[src/dma_config.svh]
// DMA transport configuration
// Bus, address and length widths, lane depth and write limit

`ifndef DMA_CONFIG_SVH
`define DMA_CONFIG_SVH

// Memory bus data width in bits
`define DMA_DATA_WIDTH 32

// Byte address width
`define DMA_ADDR_WIDTH 16

// Transfer length width, in bytes
`define DMA_LEN_WIDTH 8

// Entries per byte-lane FIFO
`define DMA_BUFFER_DEPTH 3

// Writes granted but not yet answered
`define DMA_WR_OUTSTANDING 4

`endif

[src/bus_pkg.sv]
// Memory bus package
// Word, byte-lane, address and length types of the OBI-style bus

`default_nettype none

`include "dma_config.svh"

package bus_pkg;

    // Lanes per bus word
    localparam int unsigned NUM_LANES = `DMA_DATA_WIDTH / 8;

    typedef logic [7:0] byte_t;

    // One bit per byte lane
    typedef logic [NUM_LANES-1:0] strb_t;

    // Byte offset inside a word
    typedef logic [$clog2(NUM_LANES)-1:0] offs_t;

    typedef logic [`DMA_DATA_WIDTH-1:0] data_t;
    typedef logic [`DMA_ADDR_WIDTH-1:0] addr_t;
    typedef logic [`DMA_LEN_WIDTH-1:0]  len_t;

endpackage

`default_nettype wire

[src/dp_pkg.sv]
// Data path package
// Transfer job types, source protocol and word masking helpers

`default_nettype none

package dp_pkg;

    import bus_pkg::*;

    typedef enum logic {
        PROTO_OBI  = 1'b0,
        PROTO_INIT = 1'b1
    } protocol_e;

    typedef struct packed {
        addr_t     src_addr;
        len_t      length;
        protocol_e protocol;
        byte_t     init_byte;
    } rd_job_t;

    typedef struct packed {
        addr_t dst_addr;
        len_t  length;
    } wr_job_t;

    // Bytes of the job that fall into the current word
    function automatic len_t word_bytes(offs_t first_off, len_t remaining);
        len_t avail;
        avail = len_t'(NUM_LANES) - len_t'(first_off);
        return (remaining < avail) ? remaining : avail;
    endfunction

    // Bus lanes that hold job bytes, in memory lane order
    function automatic strb_t word_mask(offs_t first_off, len_t nbytes);
        strb_t mask;
        for (int j = 0; j < NUM_LANES; j++) begin
            mask[j] = (j >= int'(first_off)) && (j < int'(first_off) + int'(nbytes));
        end
        return mask;
    endfunction

endpackage

`default_nettype wire

[src/byte_lane_fifo.sv]
// Byte lane FIFO
// Circular buffer of DEPTH bytes with valid/ready on both sides

`timescale 1ns/10ps
`default_nettype none

`include "dma_config.svh"

module byte_lane_fifo
    import bus_pkg::*;
#(
    parameter int unsigned DEPTH = `DMA_BUFFER_DEPTH
) (
    input  logic  clk_i,
    input  logic  rst_n_i,
    input  byte_t data_i,
    input  logic  push_i,
    output logic  ready_o,
    output byte_t data_o,
    output logic  valid_o,
    input  logic  pop_i
);

    localparam int unsigned PTR_W = $clog2(DEPTH);
    localparam int unsigned CNT_W = $clog2(DEPTH + 1);

    byte_t            mem [DEPTH];
    logic [PTR_W-1:0] wr_ptr_q;
    logic [PTR_W-1:0] rd_ptr_q;
    logic [CNT_W-1:0] count_q;
    logic             do_push;
    logic             do_pop;

    assign ready_o = (count_q != CNT_W'(DEPTH));
    assign valid_o = (count_q != '0);
    assign data_o  = mem[rd_ptr_q];
    assign do_push = push_i && ready_o;
    assign do_pop  = pop_i && valid_o;

    always_ff @(posedge clk_i or negedge rst_n_i) begin
        if (!rst_n_i) begin
            wr_ptr_q <= '0;
            rd_ptr_q <= '0;
            count_q  <= '0;
        end else begin
            if (do_push) begin
                wr_ptr_q <= (wr_ptr_q == PTR_W'(DEPTH - 1)) ? '0 : wr_ptr_q + 1'b1;
            end
            if (do_pop) begin
                rd_ptr_q <= (rd_ptr_q == PTR_W'(DEPTH - 1)) ? '0 : rd_ptr_q + 1'b1;
            end
            count_q <= count_q + CNT_W'(do_push) - CNT_W'(do_pop);
        end
    end

    always_ff @(posedge clk_i) begin
        if (do_push) mem[wr_ptr_q] <= data_i;
    end

    // The read port checks ready before it pushes
    a_no_push_full: assert property (
        @(posedge clk_i) disable iff (!rst_n_i)
        push_i |-> ready_o
    );

    // The write port pops only lanes it saw valid
    a_no_pop_empty: assert property (
        @(posedge clk_i) disable iff (!rst_n_i)
        pop_i |-> valid_o
    );

endmodule

`default_nettype wire

[src/dma_read_port.sv]
// DMA read port
// Fetches source words over OBI or makes fill words, rotates them
// into stream lane order and pushes the job bytes into the lanes

`timescale 1ns/10ps
`default_nettype none

module dma_read_port
    import bus_pkg::*, dp_pkg::*;
(
    input  logic                  clk_i,
    input  logic                  rst_n_i,
    input  rd_job_t               job_i,
    input  logic                  job_valid_i,
    output logic                  job_ready_o,
    output logic                  done_o,
    output logic                  rd_req_o,
    output addr_t                 rd_addr_o,
    input  logic                  rd_gnt_i,
    input  logic                  rd_rvalid_i,
    input  data_t                 rd_rdata_i,
    output byte_t [NUM_LANES-1:0] lane_data_o,
    output strb_t                 lane_push_o,
    input  strb_t                 lane_ready_i
);

    typedef enum logic [1:0] {
        RD_IDLE,
        RD_REQ,
        RD_WAIT,
        RD_PUSH
    } rd_state_e;

    rd_state_e state_q, state_d;
    addr_t     addr_q;
    len_t      remaining_q;
    offs_t     shift_q;
    logic      first_q;
    protocol_e proto_q;
    logic      done_q;

    // Fill byte and returned word
    byte_t     init_q;
    data_t     hold_q;

    data_t                      word;
    logic [2*$bits(data_t)-1:0] word_tmp;
    offs_t                      first_off;
    len_t                       nbytes;
    strb_t                      src_mask;
    strb_t                      push_mask;
    logic                       push_fire;
    logic                       last_word;

    // ------------------------------
    // Word select and barrel shift
    // ------------------------------

    always_comb begin
        word      = (proto_q == PROTO_INIT) ? {NUM_LANES{init_q}} : hold_q;
        // Rotate down so source byte k lands in lane k mod 4
        word_tmp  = {word, word} >> (shift_q * 8);
        first_off = first_q ? shift_q : '0;
        nbytes    = word_bytes(first_off, remaining_q);
        src_mask  = word_mask(first_off, nbytes);
        push_mask = strb_t'({src_mask, src_mask} >> shift_q);
        // All lanes of this word must take their byte together
        push_fire = (state_q == RD_PUSH) && ((push_mask & ~lane_ready_i) == '0);
        last_word = (remaining_q == nbytes);
    end

    assign lane_data_o = word_tmp[$bits(data_t)-1:0];
    assign lane_push_o = push_fire ? push_mask : '0;
    assign rd_req_o    = (state_q == RD_REQ);
    assign rd_addr_o   = addr_q;
    assign job_ready_o = (state_q == RD_IDLE);
    assign done_o      = done_q;

    // ------------------------------
    // Control FSM
    // ------------------------------

    always_comb begin
        state_d = state_q;
        case (state_q)
            RD_IDLE: begin
                if (job_valid_i) begin
                    state_d = (job_i.protocol == PROTO_INIT) ? RD_PUSH : RD_REQ;
                end
            end
            RD_REQ: begin
                if (rd_gnt_i) state_d = RD_WAIT;
            end
            RD_WAIT: begin
                if (rd_rvalid_i) state_d = RD_PUSH;
            end
            RD_PUSH: begin
                if (push_fire) begin
                    if (last_word) begin
                        state_d = RD_IDLE;
                    end else if (proto_q == PROTO_OBI) begin
                        state_d = RD_REQ;
                    end
                end
            end
            default: state_d = RD_IDLE;
        endcase
    end

    always_ff @(posedge clk_i or negedge rst_n_i) begin
        if (!rst_n_i) begin
            state_q     <= RD_IDLE;
            addr_q      <= '0;
            remaining_q <= '0;
            shift_q     <= '0;
            first_q     <= 1'b0;
            proto_q     <= PROTO_OBI;
            done_q      <= 1'b0;
        end else begin
            state_q <= state_d;
            done_q  <= push_fire && last_word;
            if (job_valid_i && job_ready_o) begin
                // Word aligned start, offset kept for the rotation
                addr_q      <= job_i.src_addr & ~addr_t'(NUM_LANES - 1);
                remaining_q <= job_i.length;
                shift_q     <= offs_t'(job_i.src_addr);
                first_q     <= 1'b1;
                proto_q     <= job_i.protocol;
            end else if (push_fire) begin
                addr_q      <= addr_q + addr_t'(NUM_LANES);
                remaining_q <= remaining_q - nbytes;
                first_q     <= 1'b0;
            end
        end
    end

    always_ff @(posedge clk_i) begin
        if (job_valid_i && job_ready_o) init_q <= job_i.init_byte;
        if ((state_q == RD_WAIT) && rd_rvalid_i) hold_q <= rd_rdata_i;
    end

    // A word stalled by full lanes keeps its bytes and lanes until pushed
    a_push_hold: assert property (
        @(posedge clk_i) disable iff (!rst_n_i)
        ((state_q == RD_PUSH) && !push_fire) |=>
            ((state_q == RD_PUSH) && $stable(lane_data_o) && $stable(push_mask))
    );

endmodule

`default_nettype wire

[src/dma_write_port.sv]
// DMA write port
// Pops the byte lanes, rotates them to the destination alignment,
// issues OBI writes with byte enables and waits for the responses

`timescale 1ns/10ps
`default_nettype none

`include "dma_config.svh"

module dma_write_port
    import bus_pkg::*, dp_pkg::*;
(
    input  logic                  clk_i,
    input  logic                  rst_n_i,
    input  wr_job_t               job_i,
    input  logic                  job_valid_i,
    output logic                  job_ready_o,
    output logic                  done_o,
    input  byte_t [NUM_LANES-1:0] lane_q_i,
    input  strb_t                 lane_valid_i,
    output strb_t                 lane_pop_o,
    output logic                  wr_req_o,
    output addr_t                 wr_addr_o,
    output strb_t                 wr_be_o,
    output data_t                 wr_wdata_o,
    input  logic                  wr_gnt_i,
    input  logic                  wr_rvalid_i
);

    localparam int unsigned MAX_OUT = `DMA_WR_OUTSTANDING;
    localparam int unsigned OUT_W   = $clog2(MAX_OUT + 1);

    typedef enum logic [1:0] {
        WR_IDLE,
        WR_DATA,
        WR_DRAIN
    } wr_state_e;

    wr_state_e        state_q, state_d;
    addr_t            addr_q;
    len_t             remaining_q;
    offs_t            shift_q;
    logic             first_q;
    logic             done_q;
    logic [OUT_W-1:0] outstanding_q, outstanding_d;

    offs_t                      first_off;
    len_t                       nbytes;
    strb_t                      be;
    strb_t                      pop_need;
    logic [2*$bits(data_t)-1:0] data_tmp;
    data_t                      wdata;
    logic                       issue;
    logic                       grant;
    logic                       last_word;

    // ------------------------------
    // Byte enables and barrel shift
    // ------------------------------

    always_comb begin
        first_off = first_q ? shift_q : '0;
        nbytes    = word_bytes(first_off, remaining_q);
        be        = word_mask(first_off, nbytes);
        // Destination lane j takes stream lane (j - offset) mod 4
        pop_need  = strb_t'({be, be} >> shift_q);
        data_tmp  = {lane_q_i, lane_q_i} << (shift_q * 8);
        wdata     = data_tmp[2*$bits(data_t)-1 -: $bits(data_t)];
        // Bytes outside the job go out as zero
        for (int j = 0; j < NUM_LANES; j++) begin
            if (!be[j]) wdata[8*j +: 8] = '0;
        end
        issue     = (state_q == WR_DATA)
                    && ((pop_need & ~lane_valid_i) == '0)
                    && (outstanding_q < OUT_W'(MAX_OUT));
        grant     = issue && wr_gnt_i;
        last_word = (remaining_q == nbytes);
        outstanding_d = outstanding_q + OUT_W'(grant) - OUT_W'(wr_rvalid_i);
    end

    // Lane heads stay put until the grant, which holds the request stable
    assign wr_req_o    = issue;
    assign wr_addr_o   = addr_q;
    assign wr_be_o     = be;
    assign wr_wdata_o  = wdata;
    assign lane_pop_o  = grant ? pop_need : '0;
    assign job_ready_o = (state_q == WR_IDLE);
    assign done_o      = done_q;

    // ------------------------------
    // Control FSM
    // ------------------------------

    always_comb begin
        state_d = state_q;
        case (state_q)
            WR_IDLE: begin
                if (job_valid_i) state_d = WR_DATA;
            end
            WR_DATA: begin
                if (grant && last_word) state_d = WR_DRAIN;
            end
            WR_DRAIN: begin
                if (outstanding_d == '0) state_d = WR_IDLE;
            end
            default: state_d = WR_IDLE;
        endcase
    end

    always_ff @(posedge clk_i or negedge rst_n_i) begin
        if (!rst_n_i) begin
            state_q       <= WR_IDLE;
            addr_q        <= '0;
            remaining_q   <= '0;
            shift_q       <= '0;
            first_q       <= 1'b0;
            done_q        <= 1'b0;
            outstanding_q <= '0;
        end else begin
            state_q       <= state_d;
            outstanding_q <= outstanding_d;
            // Job ends with its last response
            done_q        <= (state_q == WR_DRAIN) && (outstanding_d == '0);
            if (job_valid_i && job_ready_o) begin
                addr_q      <= job_i.dst_addr & ~addr_t'(NUM_LANES - 1);
                remaining_q <= job_i.length;
                shift_q     <= offs_t'(job_i.dst_addr);
                first_q     <= 1'b1;
            end else if (grant) begin
                addr_q      <= addr_q + addr_t'(NUM_LANES);
                remaining_q <= remaining_q - nbytes;
                first_q     <= 1'b0;
            end
        end
    end

    // Memory side must never see more writes in flight than the limit
    a_outstanding_max: assert property (
        @(posedge clk_i) disable iff (!rst_n_i)
        outstanding_q <= OUT_W'(MAX_OUT)
    );

endmodule

`default_nettype wire

[src/dma_transport.sv]
// DMA transport layer
// Read port, four byte-lane FIFOs and write port between two OBI-style buses

`timescale 1ns/10ps
`default_nettype none

module dma_transport
    import bus_pkg::*, dp_pkg::*;
(
    input  logic      clk_i,
    input  logic      rst_n_i,

    // Read job
    input  addr_t     r_src_addr_i,
    input  len_t      r_length_i,
    input  protocol_e r_protocol_i,
    input  byte_t     r_init_byte_i,
    input  logic      r_dp_valid_i,
    output logic      r_dp_ready_o,
    output logic      r_done_o,

    // Write job
    input  addr_t     w_dst_addr_i,
    input  len_t      w_length_i,
    input  logic      w_dp_valid_i,
    output logic      w_dp_ready_o,
    output logic      w_done_o,

    // OBI read bus
    output logic      rd_req_o,
    output addr_t     rd_addr_o,
    input  logic      rd_gnt_i,
    input  logic      rd_rvalid_i,
    input  data_t     rd_rdata_i,

    // OBI write bus
    output logic      wr_req_o,
    output addr_t     wr_addr_o,
    output strb_t     wr_be_o,
    output data_t     wr_wdata_o,
    input  logic      wr_gnt_i,
    input  logic      wr_rvalid_i,

    output logic      buffer_busy_o
);

    rd_job_t               r_job;
    wr_job_t               w_job;
    byte_t [NUM_LANES-1:0] lane_data;
    byte_t [NUM_LANES-1:0] lane_q;
    strb_t                 lane_push;
    strb_t                 lane_ready;
    strb_t                 lane_valid;
    strb_t                 lane_pop;

    assign r_job = '{
        src_addr:  r_src_addr_i,
        length:    r_length_i,
        protocol:  r_protocol_i,
        init_byte: r_init_byte_i
    };

    assign w_job = '{dst_addr: w_dst_addr_i, length: w_length_i};

    // ------------------------------
    // Read side
    // ------------------------------

    dma_read_port i_read_port (
        .clk_i        ( clk_i        ),
        .rst_n_i      ( rst_n_i      ),
        .job_i        ( r_job        ),
        .job_valid_i  ( r_dp_valid_i ),
        .job_ready_o  ( r_dp_ready_o ),
        .done_o       ( r_done_o     ),
        .rd_req_o     ( rd_req_o     ),
        .rd_addr_o    ( rd_addr_o    ),
        .rd_gnt_i     ( rd_gnt_i     ),
        .rd_rvalid_i  ( rd_rvalid_i  ),
        .rd_rdata_i   ( rd_rdata_i   ),
        .lane_data_o  ( lane_data    ),
        .lane_push_o  ( lane_push    ),
        .lane_ready_i ( lane_ready   )
    );

    // ------------------------------
    // Byte lanes
    // ------------------------------

    for (genvar i = 0; i < NUM_LANES; i++) begin : gen_lane
        byte_lane_fifo i_lane (
            .clk_i   ( clk_i         ),
            .rst_n_i ( rst_n_i       ),
            .data_i  ( lane_data[i]  ),
            .push_i  ( lane_push[i]  ),
            .ready_o ( lane_ready[i] ),
            .data_o  ( lane_q[i]     ),
            .valid_o ( lane_valid[i] ),
            .pop_i   ( lane_pop[i]   )
        );
    end

    // ------------------------------
    // Write side
    // ------------------------------

    dma_write_port i_write_port (
        .clk_i        ( clk_i        ),
        .rst_n_i      ( rst_n_i      ),
        .job_i        ( w_job        ),
        .job_valid_i  ( w_dp_valid_i ),
        .job_ready_o  ( w_dp_ready_o ),
        .done_o       ( w_done_o     ),
        .lane_q_i     ( lane_q       ),
        .lane_valid_i ( lane_valid   ),
        .lane_pop_o   ( lane_pop     ),
        .wr_req_o     ( wr_req_o     ),
        .wr_addr_o    ( wr_addr_o    ),
        .wr_be_o      ( wr_be_o      ),
        .wr_wdata_o   ( wr_wdata_o   ),
        .wr_gnt_i     ( wr_gnt_i     ),
        .wr_rvalid_i  ( wr_rvalid_i  )
    );

    // Any lane holding a byte keeps the buffer busy
    assign buffer_busy_o = |lane_valid;

endmodule

`default_nettype wire

[config.mk]
export PLATFORM = sky130hd
export DESIGN_NAME = dma_transport
export DESIGN_NICKNAME = d
export VERILOG_FILES = /design/src/bus_pkg.sv /design/src/dp_pkg.sv /design/src/byte_lane_fifo.sv /design/src/dma_read_port.sv /design/src/dma_write_port.sv /design/src/dma_transport.sv
export VERILOG_INCLUDE_DIRS = /design/src
export SDC_FILE = /design/constraint.sdc
export NUM_CORES = 1
export LEC_CHECK = 0
export BUFFER_PORTS_ARGS = -buffer_cell sky130_fd_sc_hd__buf_4
export CAP_MARGIN = 20
export CORE_MARGIN = 4
export CORE_UTILIZATION = 55
export CTS_BUF_LIST = sky130_fd_sc_hd__clkbuf_16
export CTS_CLUSTER_DIAMETER = 40
export DETAILED_ROUTE_END_ITERATION = 10
export GPL_ROUTABILITY_DRIVEN = 0
export PLACE_DENSITY_LB_ADDON = 0.3
export REMOVE_ABC_BUFFERS = 1
export SKIP_LAST_GASP = 1
export SYNTH_ARGS = -nofsm -noshare
export SYNTH_HDL_FRONTEND = slang
export SYNTH_SLANG_ARGS = --single-unit
[constraint.sdc]
create_clock -name clk_i -period 12.9 [get_ports clk_i]
set_clock_uncertainty 0.15 [all_clocks]
set_input_delay 0 -clock clk_i [delete_from_list [all_inputs] [get_ports clk_i]]
set_output_delay 0 -clock clk_i [all_outputs]
set_load 0.05 [all_outputs]
==> out/results.md <==
* **Global Route Usage Sum** 0.2750
* **final-report max-slew violation count** 0
* **outcome** finished, final reports clean
* **Diodes inserted** 0
* **share of total power in the clock network** 0.170
* **most frequent cell after synthesis** edfxtp_1
* **Worst Setup Path Type** reg2reg
* **worst slew pin tran** 1.059 ns
* **sequential share of power** 0.258
* **layout cells sized above 1** 0.2200
* **utilization of the core after routing** 0.7587
* **reg2reg setup slack** 5.26 ns
* **area used by sequential logic in the layout** 6190 sq um
* **setup repair after global routing missed its margin** false
* **vias per inst** 5.899
* **largest net degree at the start of global routing** 53
* **effective utilization at floorplan** 0.5633
* **clock buffers created by TritonCTS** 31
* **num rows** 54
* **clock tree from TritonCTS** built
* **kind of end point of the critical path** flop
* **Netlist Area Pre-Place** 12410 sq um
* **Setup Slack @ Placement** 5.346 ns
* **Hold Vio Cnt, Final** 0
* **via total after detailed routing** 10370
* **final HPWL from detailed placement** 21.26 mm
* **die outline height** 158.2 um
* **ys async rst share** 0.3818
* **max-capacitance violation count** 0
* **final worst-path cycle share** 0.5925
* **Avg WL per Cell** 19.67 um
* **final critical delay including setup and external delays** 7.643 ns
* **count of unresolved DRC violations after routing** 0
* **internal power contribution** 0.002579 W
* **Setup TNS Final** 0 ns
* **startpoint types** flop
* **Synth Register Bits** 220
* **synthesized instance count** 1117
* **number of failing setup endpoints in the final timing report** 0
* **number of nets in the finished design** 1588
* **maximum fanout along the worst path** 44
* **Clock H-tree levels** 1
* **area fraction of the dominant cell type after synthesis** 0.3291
* **CTS sink count** 220
* **Mapped Avg Cell Area** 11.11 sq um
* **router iterations before antenna repair** 6
* **io pins** 172
* **top area cells in the synthesized netlist** edfxtp_1, dfrtp_1, mux2i_1
* **core region area** 22030 sq um
* **Final Hold Slack** 0.01000 ns
* **combinational share of power** 0.572
* **worst supply voltage drop on vdd** 0.0002391 V
* **overall die width** 158.2 um
* **power per cell area** 293.4 nW/um^2
* **area grow syn2layout** 34.68%
* **dpl cells** 1516
* **Max-Slew Margin vs Limit** 0.2941
* **Total Die Area** 25030 sq um
* **top post-synthesis cells by count** edfxtp_1, nor2_1, dfrtp_1
* **Worst EP arrival** 7.97 ns
* **initial drt markers** 715
* **path class of the lowest-slack min-delay path** in2reg
* **net switching power** 0.002324 W
* **Yosys warnings** 0
* **Clock Latency Late Sink** 0.56 ns
* **number of global-route vias before repair** 10480
* **Required @ worst endpoint** 13.23 ns
* **Port-buffer cells** 167
* **number of flops mapped to enable cells by yosys** 136
* **post-route worst setup slack** 5.257 ns
* **fmax** 130.8 MHz
* **fraction of power spent switching nets** 0.4741
* **filler instances** 1432
* **clock slew at reported path FFs** 0.05 ns
* **largest area contributor in the synthesized netlist** edfxtp_1
* **area taken by multi-input logic gates** 5781 sq um
* **initial antenna violation count** 0
* **sequential cell area fraction in the yosys report** 0.4985
* **Static Leak** 6.822 nW
* **total routed wirelength** 34.56 mm
* **wire length of the first global-routing pass** 54.70 mm
* **clock root buffer** clkbuf_16
* **global route overflow** 0
* **distinct cell type count of the synthesized netlist** 71
* **count of antenna-violating nets left after detailed routing** 0
* **Primary FF master, synth** edfxtp_1
* **Finished Layout Cells** 1757
* **buffer levels on the longest clock path** 3
final cells by class:
| cell class | instances | area share |
|---|---|---|
| Sequential cell | 220 | 0.3704 |
| Clock buffer | 31 | 0.04642 |
| Tap cell | 280 | 0.02096 |
| Multi-Input combinational cell | 785 | 0.3459 |
| Clock inverter | 27 | 0.01512 |
| Inverter | 51 | 0.01146 |
| Timing Repair Buffer | 363 | 0.1897 |
power groups by stage:
stage / sequential (W) / clock [W] / combinational (W)
after global routing: 0.00129 / 0.000878 / 0.00301
after detailed placement: 0.00126 / 0 / 0.00261
after global placement: 0.00126 / 0 / 0.00254
after floorplan: 0.00140 / 0 / 0.00170
after CTS: 0.00125 / 0.000840 / 0.00275
final: 0.00126 / 0.000835 / 0.00280
state kept, by name (all words and copies together), names as in the netlist:
signal                      count
gen_lane.i_lane.count_q         8
gen_lane.i_lane.mem            96
gen_lane.i_lane.rd_ptr_q        8
gen_lane.i_lane.wr_ptr_q        8
i_read_port.done_o              1
i_read_port.first_q             1
i_read_port.hold_q             32
i_read_port.init_q              8
i_read_port.proto_q             1
i_read_port.rd_addr_o          14
i_read_port.remaining_q         8
i_read_port.shift_q             2
i_read_port.state_q             2
i_write_port.done_o             1
i_write_port.first_q            1
i_write_port.outstanding_q      3
i_write_port.remaining_q        8
i_write_port.shift_q            2
i_write_port.state_q            2
i_write_port.wr_addr_o         14
cells by family (layout without fill, tap and decap cells):
| group | after synthesis | after routing | share of synthesized area |
|---|---|---|---|
| AND/OR/NAND/NOR | 357 | 357 | 0.1415 |
| flip-flops | 220 | 220 | 0.4985 |
| AO/OA/AOI/OAI | 197 | 197 | 0.09529 |
| multiplexers | 157 | 157 | 0.1637 |
| buffers and inverters | 115 | 472 | 0.03650 |
| adder cells (fa/ha/maj) | 39 | 39 | 0.04235 |
| XOR/XNOR | 31 | 31 | 0.02188 |
| other | 1 | 4 | 0.0003022 |
placed cells by master, fill, tap and decap left out, drive strengths merged, types with 20 or more instances in the layout:
cell         netlist  routed
nand3             26      26
dlygate4sd3        0     179
ha                34      34
a31oi             20      20
nor2             115     115
nand2             83      83
clkbuf            45      32
a21oi             51      51
buf               19     183
mux2i             78      78
mux2              47      47
mux4              32      32
nor2b             23      23
xnor2             28      28
edfxtp           136     136
o21ai             78      78
dfrtp             84      84
inv               51      65
critical path, cell delays in order (launching register included):
cell      delay (ns)
dfrtp_2         1.03
nand2_1         0.30
ha_1            0.38
inv_1           0.05
ha_1            0.28
o21a_1          0.19
o31a_1          0.17
nor2_1          0.29
nand2_1         0.09
o21ai_0         0.14
ha_1            0.24
inv_1           0.07
fa_1            0.42
a211oi_1        0.43
mux2i_1         0.22
a211oi_1        0.26
o31ai_1         0.14
a211o_1         0.36
or4_1           0.81
inv_2           0.34
ha_1            0.19
inv_1           0.04
fa_1            0.37
xnor2_1         0.15
xnor2_1         0.22
nor3_1          0.07
o21bai_1        0.14
routing by layer:
layer,vias to the layer above,wire [um],GRT usage
met3,96,2229,0.04675
met1,5024,13920,0.3567
li1,4787,-,-
met4,0,1147,0.09017
met2,458,17270,0.4731
met5,-,0,0
final timing paths:
| path | start | depth (start not counted) | end |
|---|---|---|---|
| max in group asynchronous | rst_n_i | 4 | i_write_port.shift_q[1] |
| worst max register to register | i_write_port.shift_q[0] | 26 | i_write_port.state_q[1] |
| worst min-delay path | r_dp_valid_i | 3 | i_read_port.rd_addr_o[15] |
| worst min register to register | gen_lane[1].i_lane.count_q[1] | 1 | gen_lane[1].i_lane.count_q[1] |
| min in group asynchronous | rst_n_i | 4 | gen_lane[1].i_lane.rd_ptr_q[1] |
| worst max-delay path | i_write_port.shift_q[0] | 26 | i_write_port.state_q[1] |
per-stage QoR:
stage                     area, sq um  power, W
after floorplan                 12160  0.003100
after global placement          13830  0.003796
after detailed placement        13860  0.003869
after CTS                       16700  0.004846
after global routing            16710  0.005185
final                           16710  0.004903
what timing repair did:
action / in CTS / in global routing
hold endpoints to repair: 205 / 0
setup buffers: 0 / 0
endpoints found under the setup margin: 0 / 0
resized for setup: 0 / 0
hold buffers: 180 / 0
(Power assumes the default switching activity.)
